<file path="src/logic/decode_settings.svh">
`ifndef DECODE_SETTINGS_SVH
`define DECODE_SETTINGS_SVH

// Datapath word
`define DATA_W 32

// Register file geometry
`define REG_COUNT 32
`define REG_SEL_W 5

`endif

</file>
<file path="src/logic/isa_pkg.sv">
package isa_pkg;

    typedef enum logic [5:0] {
        OP_SPECIAL = 6'h00,  // R-type, funct selects
        OP_J       = 6'h02,
        OP_JAL     = 6'h03,
        OP_BEQ     = 6'h04,
        OP_BNE     = 6'h05,
        OP_ADDIU   = 6'h09,
        OP_SLTI    = 6'h0A,
        OP_ANDI    = 6'h0C,
        OP_ORI     = 6'h0D,
        OP_XORI    = 6'h0E,
        OP_LUI     = 6'h0F,
        OP_LB      = 6'h20,
        OP_LH      = 6'h21,
        OP_LW      = 6'h23,
        OP_LBU     = 6'h24,
        OP_LHU     = 6'h25,
        OP_SB      = 6'h28,
        OP_SH      = 6'h29,
        OP_SW      = 6'h2B
    } opcode_e;

    typedef enum logic [5:0] {
        FN_SLL  = 6'h00,
        FN_SRL  = 6'h02,
        FN_SRA  = 6'h03,
        FN_JR   = 6'h08,
        FN_JALR = 6'h09,
        FN_ADDU = 6'h21,
        FN_SUBU = 6'h23,
        FN_AND  = 6'h24,
        FN_OR   = 6'h25,
        FN_XOR  = 6'h26,
        FN_NOR  = 6'h27,
        FN_SLT  = 6'h2A,
        FN_SLTU = 6'h2B
    } funct_e;

    typedef enum logic [5:0] {
        INSTR_ADDU, INSTR_SUBU, INSTR_AND, INSTR_OR, INSTR_XOR, INSTR_NOR,
        INSTR_SLT, INSTR_SLTU, INSTR_SLL, INSTR_SRL, INSTR_SRA, INSTR_JR, INSTR_JALR,
        INSTR_ADDIU, INSTR_SLTI, INSTR_ANDI, INSTR_ORI, INSTR_XORI, INSTR_LUI,
        INSTR_BEQ, INSTR_BNE,
        INSTR_LB, INSTR_LBU, INSTR_LH, INSTR_LHU, INSTR_LW,
        INSTR_SB, INSTR_SH, INSTR_SW,
        INSTR_J, INSTR_JAL,
        INSTR_ILLEGAL
    } instr_e;

endpackage

</file>
<file path="src/logic/ctrl_pkg.sv">
package ctrl_pkg;

    typedef enum logic [3:0] {
        ALU_NONE,
        ALU_ADD,
        ALU_SUB,
        ALU_AND,
        ALU_OR,
        ALU_XOR,
        ALU_NOR,
        ALU_SLT,
        ALU_SLTU,
        ALU_SLL,
        ALU_SRL,
        ALU_SRA,
        ALU_LUI  // Shifts operand B up by 16
    } alu_op_e;

    typedef enum logic [2:0] {
        AGU_NONE,
        AGU_LOAD,
        AGU_STORE,
        AGU_BRANCH,
        AGU_JUMP_REG,
        AGU_JUMP_ABS
    } agu_op_e;

    typedef enum logic [1:0] {
        SRC_A_RS,
        SRC_A_RT,
        SRC_A_PC
    } src_a_e;

    typedef enum logic [1:0] {
        SRC_B_RT,
        SRC_B_IMM,
        SRC_B_SHAMT,
        SRC_B_FOUR  // Link adds 4 to PC+4
    } src_b_e;

    typedef enum logic {EXT_SIGN, EXT_ZERO} ext_e;

    typedef enum logic [1:0] {MEM_BYTE, MEM_HALF, MEM_WORD} mem_size_e;

    typedef enum logic {WB_ALU, WB_MEM} wb_src_e;

endpackage

</file>
<file path="src/logic/decode_if.sv">
`include "decode_settings.svh"

interface decode_if;

    import isa_pkg::*;

    instr_e                 instr;   // Identified instruction
    logic [`REG_SEL_W-1:0]  rs;
    logic [`REG_SEL_W-1:0]  rt;
    logic [`REG_SEL_W-1:0]  rd;
    logic [4:0]             shamt;
    logic [15:0]            imm;     // Raw immediate before extension
    logic [25:0]            target;  // J-type index

    modport producer (output instr, rs, rt, rd, shamt, imm, target);

    modport consumer (input instr, rs, rt, rd, shamt, imm, target);

endinterface

</file>
<file path="src/logic/instruction_decoder.sv">
module instruction_decoder (
    input  logic [31:0]       i_instruction,
    decode_if.producer        dec
);

    import isa_pkg::*;

    logic [5:0] opcode;
    logic [5:0] funct;

    assign opcode = i_instruction[31:26];
    assign funct  = i_instruction[5:0];

    // Field slicing is the same for all formats
    assign dec.rs     = i_instruction[25:21];
    assign dec.rt     = i_instruction[20:16];
    assign dec.rd     = i_instruction[15:11];
    assign dec.shamt  = i_instruction[10:6];
    assign dec.imm    = i_instruction[15:0];
    assign dec.target = i_instruction[25:0];

    always_comb begin
        dec.instr = INSTR_ILLEGAL;  // Anything unmatched
        case (opcode)
            OP_SPECIAL: begin
                case (funct)
                    FN_SLL:  dec.instr = INSTR_SLL;
                    FN_SRL:  dec.instr = INSTR_SRL;
                    FN_SRA:  dec.instr = INSTR_SRA;
                    FN_JR:   dec.instr = INSTR_JR;
                    FN_JALR: dec.instr = INSTR_JALR;
                    FN_ADDU: dec.instr = INSTR_ADDU;
                    FN_SUBU: dec.instr = INSTR_SUBU;
                    FN_AND:  dec.instr = INSTR_AND;
                    FN_OR:   dec.instr = INSTR_OR;
                    FN_XOR:  dec.instr = INSTR_XOR;
                    FN_NOR:  dec.instr = INSTR_NOR;
                    FN_SLT:  dec.instr = INSTR_SLT;
                    FN_SLTU: dec.instr = INSTR_SLTU;
                    default: dec.instr = INSTR_ILLEGAL;
                endcase
            end
            OP_J:     dec.instr = INSTR_J;
            OP_JAL:   dec.instr = INSTR_JAL;
            OP_BEQ:   dec.instr = INSTR_BEQ;
            OP_BNE:   dec.instr = INSTR_BNE;
            OP_ADDIU: dec.instr = INSTR_ADDIU;
            OP_SLTI:  dec.instr = INSTR_SLTI;
            OP_ANDI:  dec.instr = INSTR_ANDI;
            OP_ORI:   dec.instr = INSTR_ORI;
            OP_XORI:  dec.instr = INSTR_XORI;
            OP_LUI:   dec.instr = INSTR_LUI;
            OP_LB:    dec.instr = INSTR_LB;
            OP_LH:    dec.instr = INSTR_LH;
            OP_LW:    dec.instr = INSTR_LW;
            OP_LBU:   dec.instr = INSTR_LBU;
            OP_LHU:   dec.instr = INSTR_LHU;
            OP_SB:    dec.instr = INSTR_SB;
            OP_SH:    dec.instr = INSTR_SH;
            OP_SW:    dec.instr = INSTR_SW;
            default:  dec.instr = INSTR_ILLEGAL;
        endcase
    end

endmodule

</file>
<file path="src/logic/control_unit.sv">
`include "decode_settings.svh"

module control_unit (
    decode_if.consumer              dec,
    output ctrl_pkg::src_a_e        o_src_a,
    output ctrl_pkg::src_b_e        o_src_b,
    output ctrl_pkg::ext_e          o_ext,
    output ctrl_pkg::alu_op_e       o_alu_op,
    output ctrl_pkg::agu_op_e       o_agu_op,
    output logic                    o_branch,
    output logic                    o_branch_equal,
    output logic                    o_jump,
    output logic                    o_link,
    output ctrl_pkg::mem_size_e     o_mem_size,
    output logic                    o_mem_unsigned,
    output logic                    o_reg_wr_en,
    output logic                    o_mem_wr_en,
    output ctrl_pkg::wb_src_e       o_wb_src,
    output logic [`REG_SEL_W-1:0]   o_wb_reg,
    output logic                    o_illegal
);

    import isa_pkg::*;
    import ctrl_pkg::*;

    // ALU operation per instruction
    always_comb begin
        case (dec.instr)
            INSTR_ADDU, INSTR_ADDIU, INSTR_JAL, INSTR_JALR: o_alu_op = ALU_ADD;
            INSTR_SUBU, INSTR_BEQ, INSTR_BNE:               o_alu_op = ALU_SUB;
            INSTR_AND, INSTR_ANDI:                          o_alu_op = ALU_AND;
            INSTR_OR, INSTR_ORI:                            o_alu_op = ALU_OR;
            INSTR_XOR, INSTR_XORI:                          o_alu_op = ALU_XOR;
            INSTR_NOR:                                      o_alu_op = ALU_NOR;
            INSTR_SLT, INSTR_SLTI:                          o_alu_op = ALU_SLT;
            INSTR_SLTU:                                     o_alu_op = ALU_SLTU;
            INSTR_SLL:                                      o_alu_op = ALU_SLL;
            INSTR_SRL:                                      o_alu_op = ALU_SRL;
            INSTR_SRA:                                      o_alu_op = ALU_SRA;
            INSTR_LUI:                                      o_alu_op = ALU_LUI;
            default:                                        o_alu_op = ALU_NONE;
        endcase
    end

    // Access width, also used by stores
    always_comb begin
        case (dec.instr)
            INSTR_LH, INSTR_LHU, INSTR_SH: o_mem_size = MEM_HALF;
            INSTR_LW, INSTR_SW:            o_mem_size = MEM_WORD;
            default:                       o_mem_size = MEM_BYTE;
        endcase
        o_mem_unsigned = (dec.instr == INSTR_LBU) || (dec.instr == INSTR_LHU);
    end

    always_comb begin
        o_src_a        = SRC_A_RS;
        o_src_b        = SRC_B_RT;
        o_ext          = EXT_SIGN;
        o_agu_op       = AGU_NONE;
        o_branch       = 1'b0;
        o_branch_equal = 1'b0;
        o_jump         = 1'b0;
        o_link         = 1'b0;
        o_reg_wr_en    = 1'b0;
        o_mem_wr_en    = 1'b0;
        o_wb_src       = WB_ALU;
        o_wb_reg       = '0;
        o_illegal      = 1'b0;
        case (dec.instr)
            INSTR_ADDU, INSTR_SUBU, INSTR_AND, INSTR_OR, INSTR_XOR, INSTR_NOR,
            INSTR_SLT, INSTR_SLTU: begin
                o_reg_wr_en = 1'b1;
                o_wb_reg    = dec.rd;
            end
            INSTR_SLL, INSTR_SRL, INSTR_SRA: begin
                o_src_a     = SRC_A_RT;     // Shift the rt value
                o_src_b     = SRC_B_SHAMT;
                o_reg_wr_en = 1'b1;
                o_wb_reg    = dec.rd;
            end
            INSTR_ADDIU, INSTR_SLTI: begin
                o_src_b     = SRC_B_IMM;
                o_reg_wr_en = 1'b1;
                o_wb_reg    = dec.rt;
            end
            INSTR_ANDI, INSTR_ORI, INSTR_XORI, INSTR_LUI: begin
                o_src_b     = SRC_B_IMM;
                o_ext       = EXT_ZERO;     // Logical immediates and LUI
                o_reg_wr_en = 1'b1;
                o_wb_reg    = dec.rt;
            end
            INSTR_BEQ, INSTR_BNE: begin
                o_agu_op       = AGU_BRANCH;
                o_branch       = 1'b1;
                o_branch_equal = (dec.instr == INSTR_BEQ);
            end
            INSTR_LB, INSTR_LBU, INSTR_LH, INSTR_LHU, INSTR_LW: begin
                o_agu_op    = AGU_LOAD;
                o_reg_wr_en = 1'b1;
                o_wb_src    = WB_MEM;
                o_wb_reg    = dec.rt;
            end
            INSTR_SB, INSTR_SH, INSTR_SW: begin
                o_agu_op    = AGU_STORE;
                o_mem_wr_en = 1'b1;
            end
            INSTR_J, INSTR_JR: begin
                o_agu_op = (dec.instr == INSTR_J) ? AGU_JUMP_ABS : AGU_JUMP_REG;
                o_jump   = 1'b1;
            end
            INSTR_JAL, INSTR_JALR: begin
                o_agu_op    = (dec.instr == INSTR_JAL) ? AGU_JUMP_ABS : AGU_JUMP_REG;
                o_jump      = 1'b1;
                o_link      = 1'b1;
                o_src_a     = SRC_A_PC;     // PC+4 plus 4 gives the return address
                o_src_b     = SRC_B_FOUR;
                o_reg_wr_en = 1'b1;
                o_wb_reg    = (dec.instr == INSTR_JAL) ? {`REG_SEL_W{1'b1}} : dec.rd;
            end
            default: begin
                o_illegal = 1'b1;           // Write enables stay low
            end
        endcase
    end

endmodule

</file>
<file path="src/logic/register_file.sv">
`include "decode_settings.svh"

module register_file (
    input  logic                    i_clk,
    input  logic                    i_reset,
    input  logic [`REG_SEL_W-1:0]   i_rs_sel,
    input  logic [`REG_SEL_W-1:0]   i_rt_sel,
    input  logic [`REG_SEL_W-1:0]   i_wr_sel,
    input  logic                    i_wr_en,
    input  logic [`DATA_W-1:0]      i_wr_data,
    output logic [`DATA_W-1:0]      o_rs_data,
    output logic [`DATA_W-1:0]      o_rt_data
);

    logic [`DATA_W-1:0] regs [`REG_COUNT];

    always_ff @(posedge i_clk) begin
        if (i_reset) begin
            for (int i = 0; i < `REG_COUNT; i++) begin
                regs[i] <= '0;
            end
        end else if (i_wr_en && (i_wr_sel != '0)) begin  // r0 never written
            regs[i_wr_sel] <= i_wr_data;
        end
    end

    // No bypass, a write shows up next cycle
    assign o_rs_data = (i_rs_sel == '0) ? '0 : regs[i_rs_sel];
    assign o_rt_data = (i_rt_sel == '0) ? '0 : regs[i_rt_sel];

endmodule

</file>
<file path="src/logic/operand_select.sv">
`include "decode_settings.svh"

module operand_select (
    decode_if.consumer              dec,
    input  logic [`DATA_W-1:0]      i_pc,
    input  logic [`DATA_W-1:0]      i_rs_data,
    input  logic [`DATA_W-1:0]      i_rt_data,
    input  ctrl_pkg::src_a_e        i_src_a,
    input  ctrl_pkg::src_b_e        i_src_b,
    input  ctrl_pkg::ext_e          i_ext,
    input  ctrl_pkg::agu_op_e       i_agu_op,
    output logic [`DATA_W-1:0]      o_alu_src_a,
    output logic [`DATA_W-1:0]      o_alu_src_b,
    output logic [`DATA_W-1:0]      o_agu_base,
    output logic [25:0]             o_addr_offset,
    output logic [`DATA_W-1:0]      o_store_data
);

    import ctrl_pkg::*;

    logic [`DATA_W-1:0] imm_ext;
    logic [`DATA_W-1:0] shamt_ext;

    assign imm_ext = (i_ext == EXT_ZERO) ? {{(`DATA_W-16){1'b0}}, dec.imm}
                                         : {{(`DATA_W-16){dec.imm[15]}}, dec.imm};
    assign shamt_ext = {{(`DATA_W-5){1'b0}}, dec.shamt};

    always_comb begin
        case (i_src_a)
            SRC_A_RT: o_alu_src_a = i_rt_data;
            SRC_A_PC: o_alu_src_a = i_pc;
            default:  o_alu_src_a = i_rs_data;
        endcase
        case (i_src_b)
            SRC_B_IMM:   o_alu_src_b = imm_ext;
            SRC_B_SHAMT: o_alu_src_b = shamt_ext;
            SRC_B_FOUR:  o_alu_src_b = `DATA_W'(4);
            default:     o_alu_src_b = i_rt_data;
        endcase
    end

    // Branches are PC relative, everything else is based on rs
    assign o_agu_base = (i_agu_op == AGU_BRANCH) ? i_pc : i_rs_data;

    always_comb begin
        case (i_agu_op)
            AGU_LOAD, AGU_STORE, AGU_BRANCH: o_addr_offset = {{10{dec.imm[15]}}, dec.imm};
            AGU_JUMP_ABS:                    o_addr_offset = dec.target;
            default:                         o_addr_offset = '0;
        endcase
    end

    assign o_store_data = i_rt_data;

endmodule

</file>
<file path="src/logic/decode_stage.sv">
`include "decode_settings.svh"

module decode_stage (
    input  logic                    i_clk,
    input  logic                    i_reset,
    input  logic [`DATA_W-1:0]      i_pc,           // Already PC+4
    input  logic [31:0]             i_instruction,
    input  logic                    i_wr_en,        // Writeback strobe
    input  logic [`REG_SEL_W-1:0]   i_wr_sel,
    input  logic [`DATA_W-1:0]      i_wr_data,
    output ctrl_pkg::alu_op_e       o_alu_op,
    output ctrl_pkg::agu_op_e       o_agu_op,
    output logic                    o_branch,
    output logic                    o_branch_equal,
    output logic                    o_jump,
    output logic                    o_link,
    output ctrl_pkg::mem_size_e     o_mem_size,
    output logic                    o_mem_unsigned,
    output logic                    o_reg_wr_en,
    output logic                    o_mem_wr_en,
    output ctrl_pkg::wb_src_e       o_wb_src,
    output logic                    o_illegal,
    output logic [`DATA_W-1:0]      o_alu_src_a,
    output logic [`DATA_W-1:0]      o_alu_src_b,
    output logic [`DATA_W-1:0]      o_agu_base,
    output logic [25:0]             o_addr_offset,
    output logic [`DATA_W-1:0]      o_store_data,
    output logic [`REG_SEL_W-1:0]   o_wb_reg
);

    import ctrl_pkg::*;

    decode_if dec ();

    src_a_e             src_a;
    src_b_e             src_b;
    ext_e               ext;
    logic [`DATA_W-1:0] rs_data;
    logic [`DATA_W-1:0] rt_data;

    instruction_decoder u_decoder (
        .i_instruction  (i_instruction),
        .dec            (dec.producer)
    );

    control_unit u_control (
        .dec            (dec.consumer),
        .o_src_a        (src_a),
        .o_src_b        (src_b),
        .o_ext          (ext),
        .o_alu_op       (o_alu_op),
        .o_agu_op       (o_agu_op),
        .o_branch       (o_branch),
        .o_branch_equal (o_branch_equal),
        .o_jump         (o_jump),
        .o_link         (o_link),
        .o_mem_size     (o_mem_size),
        .o_mem_unsigned (o_mem_unsigned),
        .o_reg_wr_en    (o_reg_wr_en),
        .o_mem_wr_en    (o_mem_wr_en),
        .o_wb_src       (o_wb_src),
        .o_wb_reg       (o_wb_reg),
        .o_illegal      (o_illegal)
    );

    register_file u_regs (
        .i_clk          (i_clk),
        .i_reset        (i_reset),
        .i_rs_sel       (dec.rs),
        .i_rt_sel       (dec.rt),
        .i_wr_sel       (i_wr_sel),
        .i_wr_en        (i_wr_en),
        .i_wr_data      (i_wr_data),
        .o_rs_data      (rs_data),
        .o_rt_data      (rt_data)
    );

    operand_select u_operands (
        .dec            (dec.consumer),
        .i_pc           (i_pc),
        .i_rs_data      (rs_data),
        .i_rt_data      (rt_data),
        .i_src_a        (src_a),
        .i_src_b        (src_b),
        .i_ext          (ext),
        .i_agu_op       (o_agu_op),
        .o_alu_src_a    (o_alu_src_a),
        .o_alu_src_b    (o_alu_src_b),
        .o_agu_base     (o_agu_base),
        .o_addr_offset  (o_addr_offset),
        .o_store_data   (o_store_data)
    );

endmodule

</file>
<file path="config.mk">
export PLATFORM = sky130hd
export DESIGN_NAME = decode_stage
export DESIGN_NICKNAME = d
export VERILOG_FILES = /design/src/logic/isa_pkg.sv /design/src/logic/ctrl_pkg.sv /design/src/logic/decode_if.sv /design/src/logic/instruction_decoder.sv /design/src/logic/control_unit.sv /design/src/logic/register_file.sv /design/src/logic/operand_select.sv /design/src/logic/decode_stage.sv
export VERILOG_INCLUDE_DIRS = /design/src /design/src/logic
export SDC_FILE = /design/constraint.sdc
export NUM_CORES = 2
export LEC_CHECK = 0
export BUFFER_PORTS_ARGS = -buffer_cell sky130_fd_sc_hd__buf_2
export CAP_MARGIN = 20
export CORE_ASPECT_RATIO = 0.7
export CORE_MARGIN = 2
export CORE_UTILIZATION = 45
export CTS_CLUSTER_DIAMETER = 60
export DETAILED_ROUTE_END_ITERATION = 8
export HOLD_SLACK_MARGIN = 0.02
export MAX_ROUTING_LAYER = met4
export SETUP_SLACK_MARGIN = 0.5
export SLEW_MARGIN = 20
export SYNTH_ARGS = -nofsm -noshare
export SYNTH_HDL_FRONTEND = slang
export SYNTH_HIERARCHICAL = 1
export SYNTH_SLANG_ARGS = --single-unit
</file>
<file path="constraint.sdc">
create_clock -name i_clk -period 5.9 [get_ports i_clk]
set_input_delay 1.18 -clock i_clk [delete_from_list [all_inputs] [get_ports i_clk]]
set_output_delay 1.18 -clock i_clk [all_outputs]
set_load 0.1 [all_outputs]
</file>
==> flow_summary.yaml <==
yosys:
  synth_edf_count: 1024
  synthSimpleGateAreaFrac_pct: 13.99
  synth_cells: 4052
  synth_area_sq_um: 58260
  ys.flop_type: "edfxtp_1"
  synth_top_area_cell: "edfxtp_1"
  ys_seq_area_share_pct: 52.78
  synthMuxAreaShare_pct: 22.56
  yosys.area_share.adder_pct: 0.2362
  synth_top_cell_area_share_pct: 52.78
  synth-seq-cells: 1024
  synth.most_common_cell: "edfxtp_1"
  yosysWarningCount: 6
  synth_top_cells_by_count: "1024 x edfxtp_1, 999 x and2_1, 472 x mux4_2"
  avgSynthCellArea_sq_um: 14.38
  synth_xor_area_share_pct: 0.04510
  synth_top_family_by_area: "multiplexers"
  synth_cell_types: 82
  yosys-top-cells-area: "edfxtp_1 53%, mux4_2 18%, and2_1 11%"
  synth_compound_area_share_pct: 5.455
  synth-async-reset-ratio_pct: 0
drt:
  drtAntennaViolNets: 0
  first_pass_iters: 5
  drc: 0
  wirelength_um: 204600
  wl_per_cell_um: 33.46
  drtIter0Drc: 5832
  vias: 38870
  vias_per_cell: 6.359
setup_path:
  arrival_ns: 4.46
  slowest_stage: "or4_4"
  end_kind: "primary output"
  path_cells: "buf_6, or4_4, nor3_4, nand3_1, nand4_1, inv_2, ha_4, o21a_1, a22oi_2, nand2b_4, or3b_4, nand3b_4, clkbuf_16, mux2_4, buf_12"
  cp-start-kind: "primary input"
  cp_slowest_stage_delay_ns: 0.53
  worstPathRequired_ns: 4.72
  crit_type: "in -> out"
  path_max_fanout: 7
worst_hold_path:
  worst_hold_path.endpoint: "u_regs/regs[8][6]"
  hold_class: "in -> reg"
  hold_depth: 2
  worstHoldStart: "i_wr_data[6]"
global_route:
  antenna_found_initial: 14
  grt_pass1_vias: 38420
  grt_pass1_wl_um: 287900
  overflow: 0
  grt_max_degree: 72
  grt_usage_pct: 31.52
floorplan:
  start_util_pct: 45.32
  num_io_pins: 281
  die_width_um: 434.1
  core_area_sq_um: 128500
  die-area_sq_um: 132400
  die_y_um: 305.1
  fp-row-count: 110
finish:
  layout-drive-gt1-share_pct: 36.54
  fin_nets: 4395
  num-fill-cells: 10340
  reg_top3: "u_regs/regs x1024"
  post-route-cell-area_sq_um: 69810
  syn_to_final_growth_pct: 19.81
  top_register: "u_regs/regs"
  largest_reg_flops: 1024
  final-seq-area_sq_um: 30750
  multiInputGateArea_sq_um: 26340
timing:
  fin_crit_sh_pct: 95.56
  whs_ns: 1.069
  fmax_ghz: 0.1774
  relSlewSlack_pct: 21.55
  rsz0062_at_grt: "true"
  worst_pin_slew_ns: 1.177
  fin_crit_ns: 5.638
  finalHoldViolCount: 0
  timing.setup.tns_ns: 0
  drv_slew: 0
  finalSetupViolCount: 0
clock_network:
  cts_tree: "built"
  clkTransAtPathRegs_ns: 0.07
  cts_sinks: 1024
  cts_buffer_depth: 3
  root_buffer: "clkbuf_16"
  cts_buffers: 103
  cts_max_level: 3
job:
  cap_violations: 0
power_and_ir_drop:
  irDropWorstVdd_v: 0.0002542
  power.density_nw_per_um2: 292.4
  leakagePower_nw: 24.85
  finalPower_mw: 20.41
place:
  dpl_cell_area_sq_um: 65130
  port_buffers: 280
  dp_hpwl_um: 133000
  gp_congestion: 0.9022
outcome:
  status: "finished, final reports clean"
==> final cells by class <==
class                      instances  share of cell area [%]
sequential                      1024                   44.05
antenna                            7                 0.02509
multi-input combinational       2518                   37.74
timing repair buffer             620                   10.11
clock inverter                    80                   1.140
clock buffer                     115                   3.757
tap                             1736                   3.112
inverter                          13                 0.06990
==> per-stage QoR <==
stage,worst slack [ns],cells,util (%)
after global routing,0.1758,6112,54.30
after global placement,0.1364,5863,50.65
after detailed placement,0.06634,5863,50.66
after floorplan,-0.3313,4083,-
final,0.2620,6113,54.30
after CTS,0.3385,6085,53.77
==> power by group <==
| part | internal, mW | switching, mW |
|---|---|---|
| Combinational | 1.87 | 3.17 |
| Clock | 3.72 | 3.02 |
| Sequential | 8.41 | 0.217 |
==> placed cells by master, fill, tap and decap left out, types with 16 or more instances in the layout <==
master and n:
nand2_1 37, nor2_4 19, a22o_2 19, buf_12 191
nor2b_1 17, nor2_1 21, clkinv_2 27, a22o_1 52
or2_2 33, o22ai_1 104, buf_4 270, mux2i_1 157
a2111oi_1 40, clkinv_1 20, a21oi_4 16, conb_1 33
mux4_2 472, mux2_2 31, edfxtp_1 1024, buf_6 21
a22oi_1 30, o21ai_4 32, nor3_1 49, mux2_4 32
nand2b_1 29, buf_2 123, nor2_2 25, a21oi_1 19
and2_1 998, clkbuf_16 108, a22oi_2 20
==> timing repair <==
action | in CTS | in global routing
cloned | 5 | 6
setup buffers | 22 | 15
pin swaps | 8 | 32
endpoints found under the setup margin | 125 | 123
resized for setup | 57 | 101
endpoints found under the hold margin | 0 | 0
hold buffers | 0 | 0
==> logic make-up (layout without fill, tap and decap cells) <==
group / Yosys count / count (layout)
DFF: 1024 / 1024
buffers and inverters: 541 / 828
xor gates and xnor gates: 3 / 3
adders and majority gates: 11 / 11
other: 2 / 40
AOI/OAI and AO/OA: 429 / 429
muxes: 704 / 704
and+or+nand+nor: 1338 / 1338
==> worst max-delay path: cells and delay by family <==
| kind | cells | cell delay (ns) |
|---|---|---|
| AO/OA/AOI/OAI | 2 | 0.45 |
| multiplexers | 1 | 0.31 |
| AND/OR/NAND/NOR | 7 | 1.74 |
| buffers and inverters | 4 | 0.56 |
| adder cells (fa/ha/maj) | 1 | 0.18 |
==> worst max-delay path by stage <==
stage	cells past startpoint	to	start	slack [ns]
after floorplan	12	o_alu_src_b[16]	i_instruction[27]	-0.33
after global placement	14	o_addr_offset[9]	i_instruction[29]	0.14
after detailed placement	15	o_alu_src_b[20]	i_instruction[29]	0.07
after CTS	16	o_alu_src_b[20]	i_instruction[27]	0.34
after global routing	16	o_alu_src_b[25]	i_instruction[27]	0.18
final	15	o_agu_base[7]	i_instruction[27]	0.26
==> layer usage <==
| metal | vias up | global-route usage [%] | wire (um) |
|---|---|---|---|
| met5 | - | - | 0 |
| met4 | 0 | 10.38 | 7207 |
| met3 | 353 | 7.267 | 23970 |
| met2 | 2523 | 44.78 | 89740 |
| met1 | 20070 | 44.80 | 83650 |
| li1 | 15930 | - | - |
Power figures use the tool's default switching activity.
